[config.mk]
export PLATFORM = sky130hd
export DESIGN_NAME = peakSearch
export DESIGN_NICKNAME = d
export VERILOG_FILES = /design/src/hw/peakPkg.sv /design/src/hw/searchIf.sv /design/src/hw/searchDecode.sv /design/src/hw/compSel.sv /design/src/hw/peakTreeExecute.sv /design/src/hw/peakResult.sv /design/src/hw/peakSearch.sv
export SDC_FILE = /design/constraint.sdc
export NUM_CORES = 1
export LEC_CHECK = 0
export BUFFER_PORTS_ARGS = -buffer_cell sky130_fd_sc_hd__buf_2
export CAP_MARGIN = 20
export CORE_MARGIN = 2
export CORE_UTILIZATION = 50
export DETAILED_ROUTE_END_ITERATION = 7
export PLACE_DENSITY = 0.77
export SYNTH_ARGS = -nofsm -noshare
export SYNTH_HDL_FRONTEND = slang
export SYNTH_HIERARCHICAL = 1
export SYNTH_SLANG_ARGS = --single-unit
[constraint.sdc]
create_clock -name clk -period 6.3 [get_ports clk]
set_input_delay 0.63 -clock clk [delete_from_list [all_inputs] [get_ports clk]]
set_output_delay 0.63 -clock clk [all_outputs]
set_load 0.1 [all_outputs]
[src/hw/peakPkg.sv]
package peakPkg;

   localparam int sampleW  = 16;         // bits per correlation value
   localparam int lanes    = 16;         // hypotheses per beat
   localparam int maxBeats = 4;          // beats in a multiH search
   localparam int indexW   = 6;          // covers 0 to 63

   typedef logic signed [sampleW-1:0] sample_t;
   typedef sample_t [lanes-1:0]       beat_t;     // lane 0 in the low bits
   typedef logic [indexW-1:0]         index_t;

   typedef enum logic {
      singleH,                           // one beat, indices 0 to 15
      multiH                             // four beats, indices 0 to 63
   } searchMode_t;

   typedef enum logic {
      idle,
      collect                            // search open, counting beats
   } decState_t;

   // true only when y is strictly larger than x, so a tie keeps x
   function automatic logic isGreater(input sample_t x, input sample_t y);
      return y > x;                      // both signed
   endfunction

endpackage

[src/hw/searchIf.sv]
`timescale 1ns/100ps

interface beatIf;
   import peakPkg::*;

   logic   valid;                        // beat accepted on this edge
   logic   first;                        // beat 0 of the search
   logic   last;                         // closing beat for the mode
   index_t beatBase;                     // beat number times lanes

   modport source (
      output valid, first, last, beatBase
   );

   modport sink (
      input valid, first, last, beatBase
   );

endinterface

interface candIf;
   import peakPkg::*;

   logic    valid;
   logic    first;
   logic    last;
   sample_t value;                       // best value of the beat
   index_t  index;                       // its hypothesis index

   modport source (
      output valid, first, last, value, index
   );

   modport sink (
      input valid, first, last, value, index
   );

endinterface

[src/hw/searchDecode.sv]
`timescale 1ns/100ps

module searchDecode (
   input  logic  clk,
   input  logic  reset,
   input  logic  start,
   input  logic  multiH,
   input  logic  sampleValid,
   output logic  busy,
   beatIf.source beat
);
   import peakPkg::*;

   decState_t   state;
   searchMode_t mode;                    // latched at the accepted start
   logic [1:0]  beatCnt;                 // beat number inside the search
   logic        lastBeat;

   // final beat depends on the latched mode
   assign lastBeat = (mode == singleH) || (beatCnt == 2'(maxBeats - 1));

   assign busy = (state == collect);

   // beat tags are combinational, valid in the cycle before the edge
   assign beat.valid    = busy && sampleValid;
   assign beat.first    = (beatCnt == 2'd0);
   assign beat.last     = lastBeat;
   assign beat.beatBase = index_t'(beatCnt) * index_t'(lanes);

   always_ff @(posedge clk) begin
      if (reset) begin
         state   <= idle;
         mode    <= singleH;
         beatCnt <= 2'd0;
      end else begin
         case (state)
            idle: begin
               if (start) begin             // start only counts while idle
                  state   <= collect;
                  mode    <= searchMode_t'(multiH);
                  beatCnt <= 2'd0;
               end
            end
            collect: begin
               if (sampleValid) begin
                  if (lastBeat) begin
                     state <= idle;         // busy drops with the last beat
                  end
                  beatCnt <= beatCnt + 2'd1;
               end
            end
            default: begin
               state <= idle;
            end
         endcase
      end
   end

endmodule

[src/hw/compSel.sv]
`timescale 1ns/100ps

module compSel #(
   parameter int indexOffset = 0
) (
   input  logic             clk,
   input  logic             reset,
   input  logic             ce,
   input  peakPkg::sample_t a,
   input  peakPkg::sample_t b,
   input  peakPkg::sample_t c,
   input  peakPkg::sample_t d,
   output peakPkg::index_t  index,
   output peakPkg::sample_t maxVal
);
   import peakPkg::*;

   logic       selAB;                    // b beats a
   logic       selCD;                    // d beats c
   logic       selTop;                   // c/d pair beats a/b pair
   sample_t    winAB;
   sample_t    winCD;
   sample_t    tempVal;
   logic [1:0] idxAB;
   logic [1:0] idxCD;
   logic [1:0] tempIdx;                  // position of the winner

   // first round, two pairs
   assign selAB = isGreater(a, b);
   assign winAB = selAB ? b : a;
   assign idxAB = selAB ? 2'd1 : 2'd0;

   assign selCD = isGreater(c, d);
   assign winCD = selCD ? d : c;
   assign idxCD = selCD ? 2'd3 : 2'd2;

   // final round, ties stay with the a/b side
   assign selTop  = isGreater(winAB, winCD);
   assign tempVal = selTop ? winCD : winAB;
   assign tempIdx = selTop ? idxCD : idxAB;

   always_ff @(posedge clk) begin
      if (reset) begin
         index  <= '0;
         maxVal <= '0;
      end else if (ce) begin
         index  <= index_t'(tempIdx) + index_t'(indexOffset);
         maxVal <= tempVal;
      end
   end

endmodule

[src/hw/peakTreeExecute.sv]
`timescale 1ns/100ps

module peakTreeExecute (
   input  logic           clk,
   input  logic           reset,
   input  peakPkg::beat_t samples,
   beatIf.sink            beat,
   candIf.source          cand
);
   import peakPkg::*;

   sample_t l1Val  [0:3];                // group winners, loaded at E
   index_t  l1Idx  [0:3];                // lane index of each group winner
   index_t  l1IdxD [0:3];                // same, held for the second level
   index_t  grpIdx;                      // winning group from the top stage
   logic    valid1;
   logic    valid2;
   logic    first1;
   logic    first2;
   logic    last1;
   logic    last2;
   index_t  base1;
   index_t  base2;

   // first level, four lanes per selector
   for (genvar g = 0; g < 4; g++) begin : gL1
      compSel #(.indexOffset(4 * g)) compSel_i (
         .clk    (clk),
         .reset  (reset),
         .ce     (beat.valid),
         .a      (samples[4*g]),
         .b      (samples[4*g+1]),
         .c      (samples[4*g+2]),
         .d      (samples[4*g+3]),
         .index  (l1Idx[g]),
         .maxVal (l1Val[g])
      );
   end

   // second level picks the group, loads at E+1
   compSel #(.indexOffset(0)) compSelTop_i (
      .clk    (clk),
      .reset  (reset),
      .ce     (valid1),
      .a      (l1Val[0]),
      .b      (l1Val[1]),
      .c      (l1Val[2]),
      .d      (l1Val[3]),
      .index  (grpIdx),
      .maxVal (cand.value)
   );

   always_ff @(posedge clk) begin
      if (reset) begin
         valid1 <= 1'b0;
         valid2 <= 1'b0;
      end else begin
         valid1 <= beat.valid;
         valid2 <= valid1;
      end
   end

   // tags follow the data through both levels
   always_ff @(posedge clk) begin
      if (beat.valid) begin
         first1 <= beat.first;
         last1  <= beat.last;
         base1  <= beat.beatBase;
      end
      if (valid1) begin
         first2 <= first1;
         last2  <= last1;
         base2  <= base1;
         l1IdxD <= l1Idx;                // a new beat may reload level one now
      end
   end

   assign cand.valid = valid2;
   assign cand.first = first2;
   assign cand.last  = last2;
   assign cand.index = base2 + l1IdxD[grpIdx[1:0]];

endmodule

[src/hw/peakResult.sv]
`timescale 1ns/100ps

module peakResult (
   input  logic             clk,
   input  logic             reset,
   candIf.sink              cand,
   output logic             peakValid,
   output peakPkg::index_t  peakIndex,
   output peakPkg::sample_t peakVal
);
   import peakPkg::*;

   sample_t accVal;                      // running maximum of the search
   index_t  accIdx;
   logic    takeNew;
   sample_t nextVal;
   index_t  nextIdx;

   // earlier beats win ties, so a later equal value is dropped
   assign takeNew = cand.first || isGreater(accVal, cand.value);
   assign nextVal = takeNew ? cand.value : accVal;
   assign nextIdx = takeNew ? cand.index : accIdx;

   always_ff @(posedge clk) begin
      if (cand.valid) begin
         accVal <= nextVal;
         accIdx <= nextIdx;
      end
   end

   always_ff @(posedge clk) begin
      if (reset) begin
         peakValid <= 1'b0;
         peakIndex <= '0;
         peakVal   <= '0;
      end else begin
         peakValid <= cand.valid && cand.last;   // one-cycle strobe
         if (cand.valid && cand.last) begin
            peakIndex <= nextIdx;               // held until the next peak
            peakVal   <= nextVal;
         end
      end
   end

endmodule

[src/hw/peakSearch.sv]
`timescale 1ns/100ps

module peakSearch (
   input  logic             clk,
   input  logic             reset,
   input  logic             start,
   input  logic             multiH,
   input  logic             sampleValid,
   input  peakPkg::beat_t   samples,
   output logic             busy,
   output logic             peakValid,
   output peakPkg::index_t  peakIndex,
   output peakPkg::sample_t peakVal
);

   beatIf beatBus ();                    // decode to execute
   candIf candBus ();                    // execute to result

   searchDecode searchDecode_i (
      .clk         (clk),
      .reset       (reset),
      .start       (start),
      .multiH      (multiH),
      .sampleValid (sampleValid),
      .busy        (busy),
      .beat        (beatBus.source)
   );

   peakTreeExecute peakTreeExecute_i (
      .clk     (clk),
      .reset   (reset),
      .samples (samples),
      .beat    (beatBus.sink),
      .cand    (candBus.source)
   );

   peakResult peakResult_i (
      .clk       (clk),
      .reset     (reset),
      .cand      (candBus.sink),
      .peakValid (peakValid),
      .peakIndex (peakIndex),
      .peakVal   (peakVal)
   );

endmodule

# After elaboration in Yosys (flattened, before gate mapping)
# Index checks and enable logic that the tools add are counted.
[classes] add_sub_neg=5 n_lt_le_gt_ge=17 eq_ne=3 mux=42 bitwise_logic=3 reduce_logical=7
[ops] op="16-bit > comparator" n=16
[ops] op="16-bit two-way mux" n=16
[ops] op="6-bit two-way mux" n=3
[ops] op="2-bit two-way mux" n=7
[ops] op="1-bit two-way mux" n=13
[ops] op="6-bit binary-select mux with 2-bit select" n=1
[ops] op="2-bit by 4-bit adder with 5-bit output, second input constant" n=2
[ops] op="6-bit adder" n=1
[ops] op="2-bit by 3-bit adder with 4-bit output, second input constant" n=1
[ops] op="2-bit inequality test, second input constant" n=2
[ops] op="2-bit case mux with 2 select lines" n=1
[ops] op="2-bit AND reduction" n=2
[ops] op="3-bit greater-or-equal comparator, second input constant" n=1
[ops] op="2-bit inverter with 3-bit output" n=1
[ops] op="2-bit by 1-bit adder with 2-bit output, second input constant" n=1
[ops] op="2-bit equality test, second input constant" n=1
[ops] op="1-bit logical AND" n=2
[ops] op="2-bit zero test" n=1
[ops] op="1-bit logical OR" n=2
[ops] op="1-bit inverter" n=2
[ops] op="1-bit case mux with 2 select lines" n=1
[totals] ff_bits=181 input_bits=261 out_inout_bits=24

# Longest topological paths before layout
# Gate-level depths: netlist (run 1).
[depth] depth_word=6 mapped_depth=21

# Modules after synthesis
# Netlist (run 1), hierarchy kept.
[modules_own_cells] module="compSel at peakTreeExecute_i.gL1[1].compSel_i ..." n_inst=3 cells_per_inst=282 area_each_um2=2483.6
[modules_own_cells] module="compSel at peakTreeExecute_i.compSelTop_i ..." n_inst=2 cells_per_inst=279 area_each_um2=2431.1
[modules_own_cells] module="peakResult" n_inst=1 cells_per_inst=203 area_each_um2=2303.5
[modules_own_cells] module="peakTreeExecute" n_inst=1 cells_per_inst=70 area_each_um2=1592.8
[modules_own_cells] module="searchDecode" n_inst=1 cells_per_inst=25 area_each_um2=247.7

# Least setup slack after synthesis (run 1)
# No wires, ideal clock.
[synth_timing] kind="in2reg" startpoint="in samples[46] in the netlist's numbering" endpoint="reg peakTreeExecute_i.gL1[0].compSel_i.maxVal[10]" setup_time_ns=0.079 arrival_time_ns=4.682 required_time_ns=6.221 setup_slack_ns=1.539 cell_stages=21 n_path_buf=4 path_cell_list="inv_1 -> ha_1 -> nand4_1 -> nor4_1 -> a21boi_0 -> or4_1 -> a22o_1 -> buf_4 -> buf_2 -> mux2i_1 -> inv_1 -> ha_1 -> a21o_1 -> a21oi_2 -> o221ai_2 -> a2111oi_2 -> mux2i_1 -> or3b_1 -> buf_2 -> buf_6 -> o221ai_2"
[synth_via] elab_chain_len=4
[synth_lines] item="start, declared" line_no="peakSearch.sv:9" text="input peakPkg::beat_t samples,"
[synth_lines] item="16-bit > comparator" line_no="peakPkg.sv:24" text="return y > x;"
[synth_lines] item="16-bit two-way mux (*)" line_no="compSel.sv:34" text="assign winCD = selCD ? d : c;"
[synth_lines] item="16-bit > comparator" line_no="peakPkg.sv:24"
[synth_lines] item="16-bit two-way mux (*)" line_no="compSel.sv:39" text="assign tempVal = selTop ? winCD : winAB;"
[synth_lines] item="end signal, assigned" line_no="compSel.sv:48" text="maxVal <= tempVal;"
[synth_lines] item="end, declared" line_no="compSel.sv:14" text="output peakPkg::sample_t maxVal"
# Mark *: on every way between the ends. The rest lies on a longest branch, timed or not.
# A chain may end at the register's enable or synchronous reset.

# Worst setup path after layout (run 1)
[layout_timing] startpoint="reg peakTreeExecute_i.gL1[2].compSel_i.maxVal[14]" endpoint="reg peakTreeExecute_i.compSelTop_i.maxVal[9]"
[layout_via] elab_chain_len=4
[layout_lines] item="start, declared" line_no="compSel.sv:14"
[layout_lines] item="start signal, assigned" line_no="compSel.sv:48"
[layout_lines] item="16-bit > comparator" line_no="peakPkg.sv:24"
[layout_lines] item="16-bit two-way mux (*)" line_no="compSel.sv:34"
[layout_lines] item="16-bit > comparator" line_no="peakPkg.sv:24"
[layout_lines] item="16-bit two-way mux (*)" line_no="compSel.sv:39"
[layout_lines] item="end signal, assigned" line_no="compSel.sv:48"
[layout_lines] item="end, declared" line_no="compSel.sv:14"
# Marked as above.

==> summary.md, run 1 <==
| Metric | Value |
|---|---|
| CTS tree | `done` |
| Worst Hold Depth | `0` |
| Worst reg-to-reg setup slack | `0.69 ns` |
| Total power draw | `4250 uW` |
| DIE AREA | `34300 sq um` |
| Clk slew on worst S/H paths | `0.08 ns` |
| Routed vias/inst | `5.64` |
| Most frequent cells in the layout | `283 x buf_2, 273 x inv_1, 263 x ha_1` |
| Port Buffers | `284` |
| Congestion Overflow GR | `0` |
| Final hold violation count | `0` |
| Tmin final | `5.61 ns` |
| Setup Buffers After CTS | `0` |
| WHS | `0.423 ns` |
| Initial drt markers | `724` |
| Width of the die | `185 um` |
| HPWL Detailed | `33400 um` |
| Run status | `finished, final reports clean` |
| Placed Cells incl. Taps | `2372` |
| IO Count | `285` |
| Static Leak | `0.00929 uW` |
| Initial Util | `0.506` |
| Fin util | `0.578` |
| # clock sinks | `184` |
| ANT nets after route | `0` |
| CTS Root Buffer Type | `clkbuf_16` |
| Row Count | `66` |
| Total Routing Usage GR | `0.239` |
| Largest net degree at the start of global routing | `72` |
| First-pass GRT wire length | `66000 um` |
| First drt pass iteration count | `5` |
| CTS max path bufs | `2` |
| Worst EP required | `6.65 ns` |
| Cts repair resizes | `0` |
| Worst r2r src | `peakTreeExecute_i/gL1[2].compSel_i/maxVal[14]` |
| Die Y | `185 um` |
| Pwr Density | `227 nW/um^2` |
| Overall via count from detail_route | `13.6k` |
| Syn-to-layout area delta | `14.2%` |
| Post-Synthesis Cells | `1697` |
| RSZ-0062 raised after global routing | `false` |
| Filler Cells Inserted | `2780` |
| Vias in the first global route | `13.4k` |
| # nets final | `2477` |
| Worst path arrival time | `5.96 ns` |
| Skew-Pair Late Insertion Delay | `0.44 ns` |
| Slew margin rel. | `0.354` |
| Most common cell after layout, fill and taps aside | `buf_2` |
| Maxcap violations | `0` |
| Drt wl/cell | `17.2 um` |
| Setup TNS | `0 ns` |
| Worst hold path type | `register to register` |
| Critical Path Start Type | `register` |
| Crit Path Class | `register to register` |
| Routed WL | `41400 um` |
| Area of the placeable core | `32500 sq um` |
| Worst R2R Path Depth | `18` |
| Num CTS Buffers | `17` |
| Critical R2R Capture | `peakTreeExecute_i/compSelTop_i/maxVal[9]` |
| Hold_buf cts | `0` |
| Non-filler cells, final | `2407` |
| Highest clock rate | `178 MHz` |
| Hold path start | `peakTreeExecute_i/base1[0]` |
| Final Skew | `0.0117 ns` |
| Worst-path fanout max | `13` |
| Tcrit/Tclk final | `0.890` |
| Max-slew violations | `0` |
| Layout cells sized above 1 | `0.270` |
| # setup viols final | `0` |
| Hold EP | `peakTreeExecute_i/base2[0]` |
| Initial antenna violation count | `0` |
| Worst vdd ir | `0.251 mV` |
| DRC Markers | `0` |
| YS warnings | `6` |
| Mean Syn Cell Area | `9.68 sq um` |
| Worst slew pin tran | `0.970 ns` |
| Gpl congestion | `0.969` |
| Synth Cell Area | `16400 sq um` |
| # diodes | `0` |
| Critical Path End Type | `register` |
| H-tree levels | `4` |
[worst max-delay path: stages, from the launching register on]
cell and delay (ns):
dfxtp_1 0.40, inv_1 0.06, ha_1 0.32, nand4_1 0.16
nor4_1 0.44, a21boi_0 0.29, or4_1 0.15, a22o_1 0.64
mux2i_1 0.42, inv_1 0.08, ha_1 0.31, nand4_1 0.17
nor4_1 0.44, a21boi_0 0.34, a2111oi_2 0.10, mux2i_1 0.19
or3b_1 0.56, buf_4 0.26, o221ai_2 0.18
[metrics by stage]
step / cell area, sq um / setup slack (ns)
4_1_cts: 18700 / 0.691
3_3_place_gp: 18000 / 0.634
6_report: 18700 / 0.693
3_5_place_dp: 18000 / 0.416
2_1_floorplan: 16500 / 1.54
5_1_grt: 18700 / 0.409
[registers in the layout, indices dropped and copies added (netlist names)]
name	flops
peakTreeExecute_i/gL1.compSel_i/index	11
peakTreeExecute_i/l1IdxD	24
peakResult_i/peakIndex	6
peakTreeExecute_i/cand.last	1
peakTreeExecute_i/compSelTop_i/maxVal	16
peakResult_i/accVal	16
peakTreeExecute_i/last1	1
searchDecode_i/mode	1
searchDecode_i/beatCnt	2
peakTreeExecute_i/valid1	1
peakResult_i/peakValid	1
peakTreeExecute_i/gL1.compSel_i/maxVal	64
peakTreeExecute_i/compSelTop_i/index	2
peakTreeExecute_i/base2	6
peakResult_i/peakVal	16
peakResult_i/accIdx	6
peakTreeExecute_i/cand.valid	1
searchDecode_i/busy	1
peakTreeExecute_i/cand.first	1
peakTreeExecute_i/base1	6
peakTreeExecute_i/first1	1
[area by class of cell]
class | instances | area (sq um) | share of cell area
flip-flops and latches | 184 | 4310 | 0.230
repair buffers | 306 | 1630 | 0.0871
inverters | 276 | 1040 | 0.0553
clock buffers | 17 | 425 | 0.0227
clock inverters | 15 | 208 | 0.0111
multi-input cells | 1167 | 10600 | 0.565
well taps | 442 | 553 | 0.0295
[worst max-delay path by stage]
stage | from | to | slack, ns | cells after the start
floorplan | samples[46] | peakTreeExecute_i/gL1[0].compSel_i/maxVal[10] | 1.54 | 21
global placement | samples[199] | peakTreeExecute_i/gL1[3].compSel_i/maxVal[12] | 0.63 | 17
detailed placement | samples[175] | peakTreeExecute_i/gL1[2].compSel_i/maxVal[1] | 0.42 | 18
CTS | peakTreeExecute_i/gL1[0].compSel_i/maxVal[14] | peakTreeExecute_i/compSelTop_i/maxVal[9] | 0.69 | 18
global route | samples[175] | peakTreeExecute_i/gL1[2].compSel_i/maxVal[1] | 0.41 | 18
finish | peakTreeExecute_i/gL1[2].compSel_i/maxVal[14] | peakTreeExecute_i/compSelTop_i/maxVal[9] | 0.69 | 18
[metal layers]
metal	GRT usage	vias to the layer above	part of all wire	routed length (um)
met1	0.318	6456	0.45	18700
li1	-	6689	-	-
met4	0.0616	0	0.018	743
met2	0.410	376	0.48	20000
met3	0.0295	54	0.048	1970
met5	0	-	0	0
[report_power, final]
part	internal [uW]	switching (uW)
Sequential	1290	63.6
Combinational	781	973
Clock	612	528
Total	2690	1560
No activity file was read; power rests on OpenSTA's default activity.
==> run 2: changes to the inputs <==
--- a/config.mk
+++ b/config.mk
@@ -5,12 +5,14 @@
 export SDC_FILE = /design/constraint.sdc
 export NUM_CORES = 1
 export LEC_CHECK = 0
+export ABC_AREA = 1
 export BUFFER_PORTS_ARGS = -buffer_cell sky130_fd_sc_hd__buf_2
 export CAP_MARGIN = 20
 export CORE_MARGIN = 2
 export CORE_UTILIZATION = 50
+export CTS_CLUSTER_SIZE = 20
 export DETAILED_ROUTE_END_ITERATION = 7
-export PLACE_DENSITY = 0.77
+export PLACE_DENSITY = 0.76
 export SYNTH_ARGS = -nofsm -noshare
 export SYNTH_HDL_FRONTEND = slang
 export SYNTH_HIERARCHICAL = 1
==> summary.md, run 2 <==
| Metric | Value |
|---|---|
| # diodes | `0` |
| Gpl congestion | `0.957` |
| Largest Register | `peakTreeExecute_i/gL1.compSel_i/maxVal` |
| Initial Util | `0.505` |
| Final Skew | `0.0185 ns` |
| Overall via count from detail_route | `18.7k` |
| Mean Syn Cell Area | `6.64 sq um` |
| Critical Path End Type | `register` |
| Worst hold path type | `register to register` |
| H-tree levels | `4` |
| Most frequent cells in the layout | `790 x nand2_1, 526 x inv_1, 284 x buf_2` |
| Worst reg-to-reg setup slack | `2.12 ns` |
| CTS max path bufs | `2` |
| Critical Path Start Type | `register` |
| Worst slew pin tran | `1.11 ns` |
| Switching share of total power | `0.457` |
| Hold_buf cts | `0` |
| Routed WL | `51500 um` |
| YS warnings | `6` |
| Sequential fraction of design power | `0.267` |
| Max-slew violations | `0` |
| Crit path cell chain | `inv_1, ha_1, a21oi_1, o21ai_0, a21oi_2, nand3_2, nand3_4, nand2_2, nand2_1, inv_1, ha_1, nand4_1, nor3_1, nand2_1, nand3_1, nand3_2, nor2_4, nand3_1, nand3_1, nand2_1, inv_1` |
| Fin util | `0.561` |
| Pwr Density | `251 nW/um^2` |
| Met3 wire length | `2520 um` |
| First drt pass iteration count | `6` |
| Drt wl/cell | `14.3 um` |
| Initial drt markers | `1154` |
| DRC Markers | `0` |
| Tcrit/Tclk final | `0.664` |
| WL met1 | `23100 um` |
| Worst r2r src | `peakTreeExecute_i/gL1[0].compSel_i/maxVal[15]` |
| Congestion Overflow GR | `0` |
| Worst EP required | `6.68 ns` |
| # clock sinks | `184` |
| P_sw | `2400 uW` |
| Vias in the first global route | `17.7k` |
| DIE AREA | `39300 sq um` |
| Worst path bufs/invs | `3` |
| Critical R2R Capture | `peakTreeExecute_i/compSelTop_i/maxVal[9]` |
| Power Internal | `2850 uW` |
| Worst vdd ir | `0.204 mV` |
| Crit path largest cell delay | `0.49 ns` |
| Highest clock rate | `239 MHz` |
| Clk slew on worst S/H paths | `0.09 ns` |
| Tmin final | `4.18 ns` |
| RSZ-0062 raised after global routing | `false` |
| Clk pwr share | `0.210` |
| Num CTS Buffers | `17` |
| CTS Root Buffer Type | `clkbuf_16` |
| Synth Cell Area | `18900 sq um` |
| Die Y | `198 um` |
| Worst-path fanout max | `17` |
| Row Count | `71` |
| Crit Path Class | `register to register` |
| First-pass GRT wire length | `84100 um` |
| Total Routing Usage GR | `0.261` |
| ANT nets after route | `0` |
| # nets final | `3595` |
| Skew-Pair Late Insertion Delay | `0.44 ns` |
| Critical Path Sink | `peakTreeExecute_i/compSelTop_i/maxVal[9]` |
| Initial antenna violation count | `0` |
| Combinational share of power | `0.523` |
| # setup viols final | `0` |
| Met2 Wirelength | `24700 um` |
| Slew margin rel. | `0.259` |
| Most common cell after layout, fill and taps aside | `nand2_1` |
| Cts repair resizes | `0` |
| Area of the placeable core | `37400 sq um` |
| Layout cells sized above 1 | `0.156` |
| Run status | `finished, final reports clean` |
| Width of the die | `198 um` |
| Routed vias/inst | `5.19` |
| WP depth | `21` |
| Worst path arrival time | `4.56 ns` |
| Syn-to-layout area delta | `11.2%` |
| Static Leak | `0.0120 uW` |
| CTS tree | `done` |
| Highest Signal Layer | `met4` |
| IO Count | `285` |
| Worst R2R Path Depth | `21` |
| Slowest-stage cell, CP | `dfxtp_1` |
| Top flop regs | `peakTreeExecute_i/gL1.compSel_i/maxVal x64, peakTreeExecute_i/l1IdxD x24` |
| Worst Setup SP | `peakTreeExecute_i/gL1[0].compSel_i/maxVal[15]` |
| HPWL Detailed | `42200 um` |
| Final hold violation count | `0` |
| Setup TNS | `0 ns` |
| Largest net degree at the start of global routing | `39` |
| Port Buffers | `284` |
| Setup Buffers After CTS | `0` |
| Max reg flops | `64` |
| Kind of cell adding the most delay to the critical path | `simple AND/OR/NAND/NOR gates` |
| Maxcap violations | `0` |
| Post-Synthesis Cells | `2844` |
[run 2: how the worst min path moves through the flow]
stage / cells after the start / endpoint / from
floorplan: 0 / peakTreeExecute_i/base2[0] / peakTreeExecute_i/base1[0]
global placement: 0 / peakTreeExecute_i/base2[0] / peakTreeExecute_i/base1[0]
detailed placement: 0 / peakTreeExecute_i/cand.first / peakTreeExecute_i/first1
CTS: 0 / peakTreeExecute_i/base2[3] / peakTreeExecute_i/base1[3]
global route: 0 / peakTreeExecute_i/base2[3] / peakTreeExecute_i/base1[3]
finish: 0 / peakTreeExecute_i/base2[3] / peakTreeExecute_i/base1[3]
[run 2: routing by layer]
metal / up-vias / GRT usage
met5: - / 0
met4: 0 / 0.0693
met3: 74 / 0.0301
met2: 519 / 0.454
met1: 8520 / 0.341
li1: 9556 / -
[run 2: final cells by class]
type / count / area, sq um
clock buffer: 17 / 425
clock inverter: 15 / 198
fill: 3636 / 16400
inverter: 547 / 2050
multi-input combinational: 2033 / 11900
sequential: 184 / 4300
tap: 511 / 639
timing repair buffer: 287 / 1440
[run 2: power by group through the flow]
stage,Clock (uW),Sequential (uW),Combinational (uW)
after detailed placement,0,1430,2710
after floorplan,0,1400,2210
final,1100,1400,2750
after CTS,1120,1400,2730
after global routing,1170,1410,3160
after global placement,0,1430,2620
[run 2: worst reg2reg max path: cells and delay by family (launching register included)]
family,cells,cell delay (ns)
and+or+nand+nor,13,2.35
DFF,1,0.49
buffers and inverters,3,0.21
adders and majority gates,2,0.67
AOI/OAI and AO/OA,3,0.41
[run 2: per-stage QoR]
stage	hold WS [ns]	std cells	setup slack [ns]	instance area [sq um]	power (uW)
2_1_floorplan	0.400	2855	2.75	18900	3610
3_3_place_gp	0.401	3562	2.08	20400	4050
3_5_place_dp	0.405	3562	1.99	20400	4150
4_1_cts	0.420	3594	2.15	21000	5260
5_1_grt	0.425	3594	1.68	21000	5740
6_report	0.418	3594	2.12	21000	5260
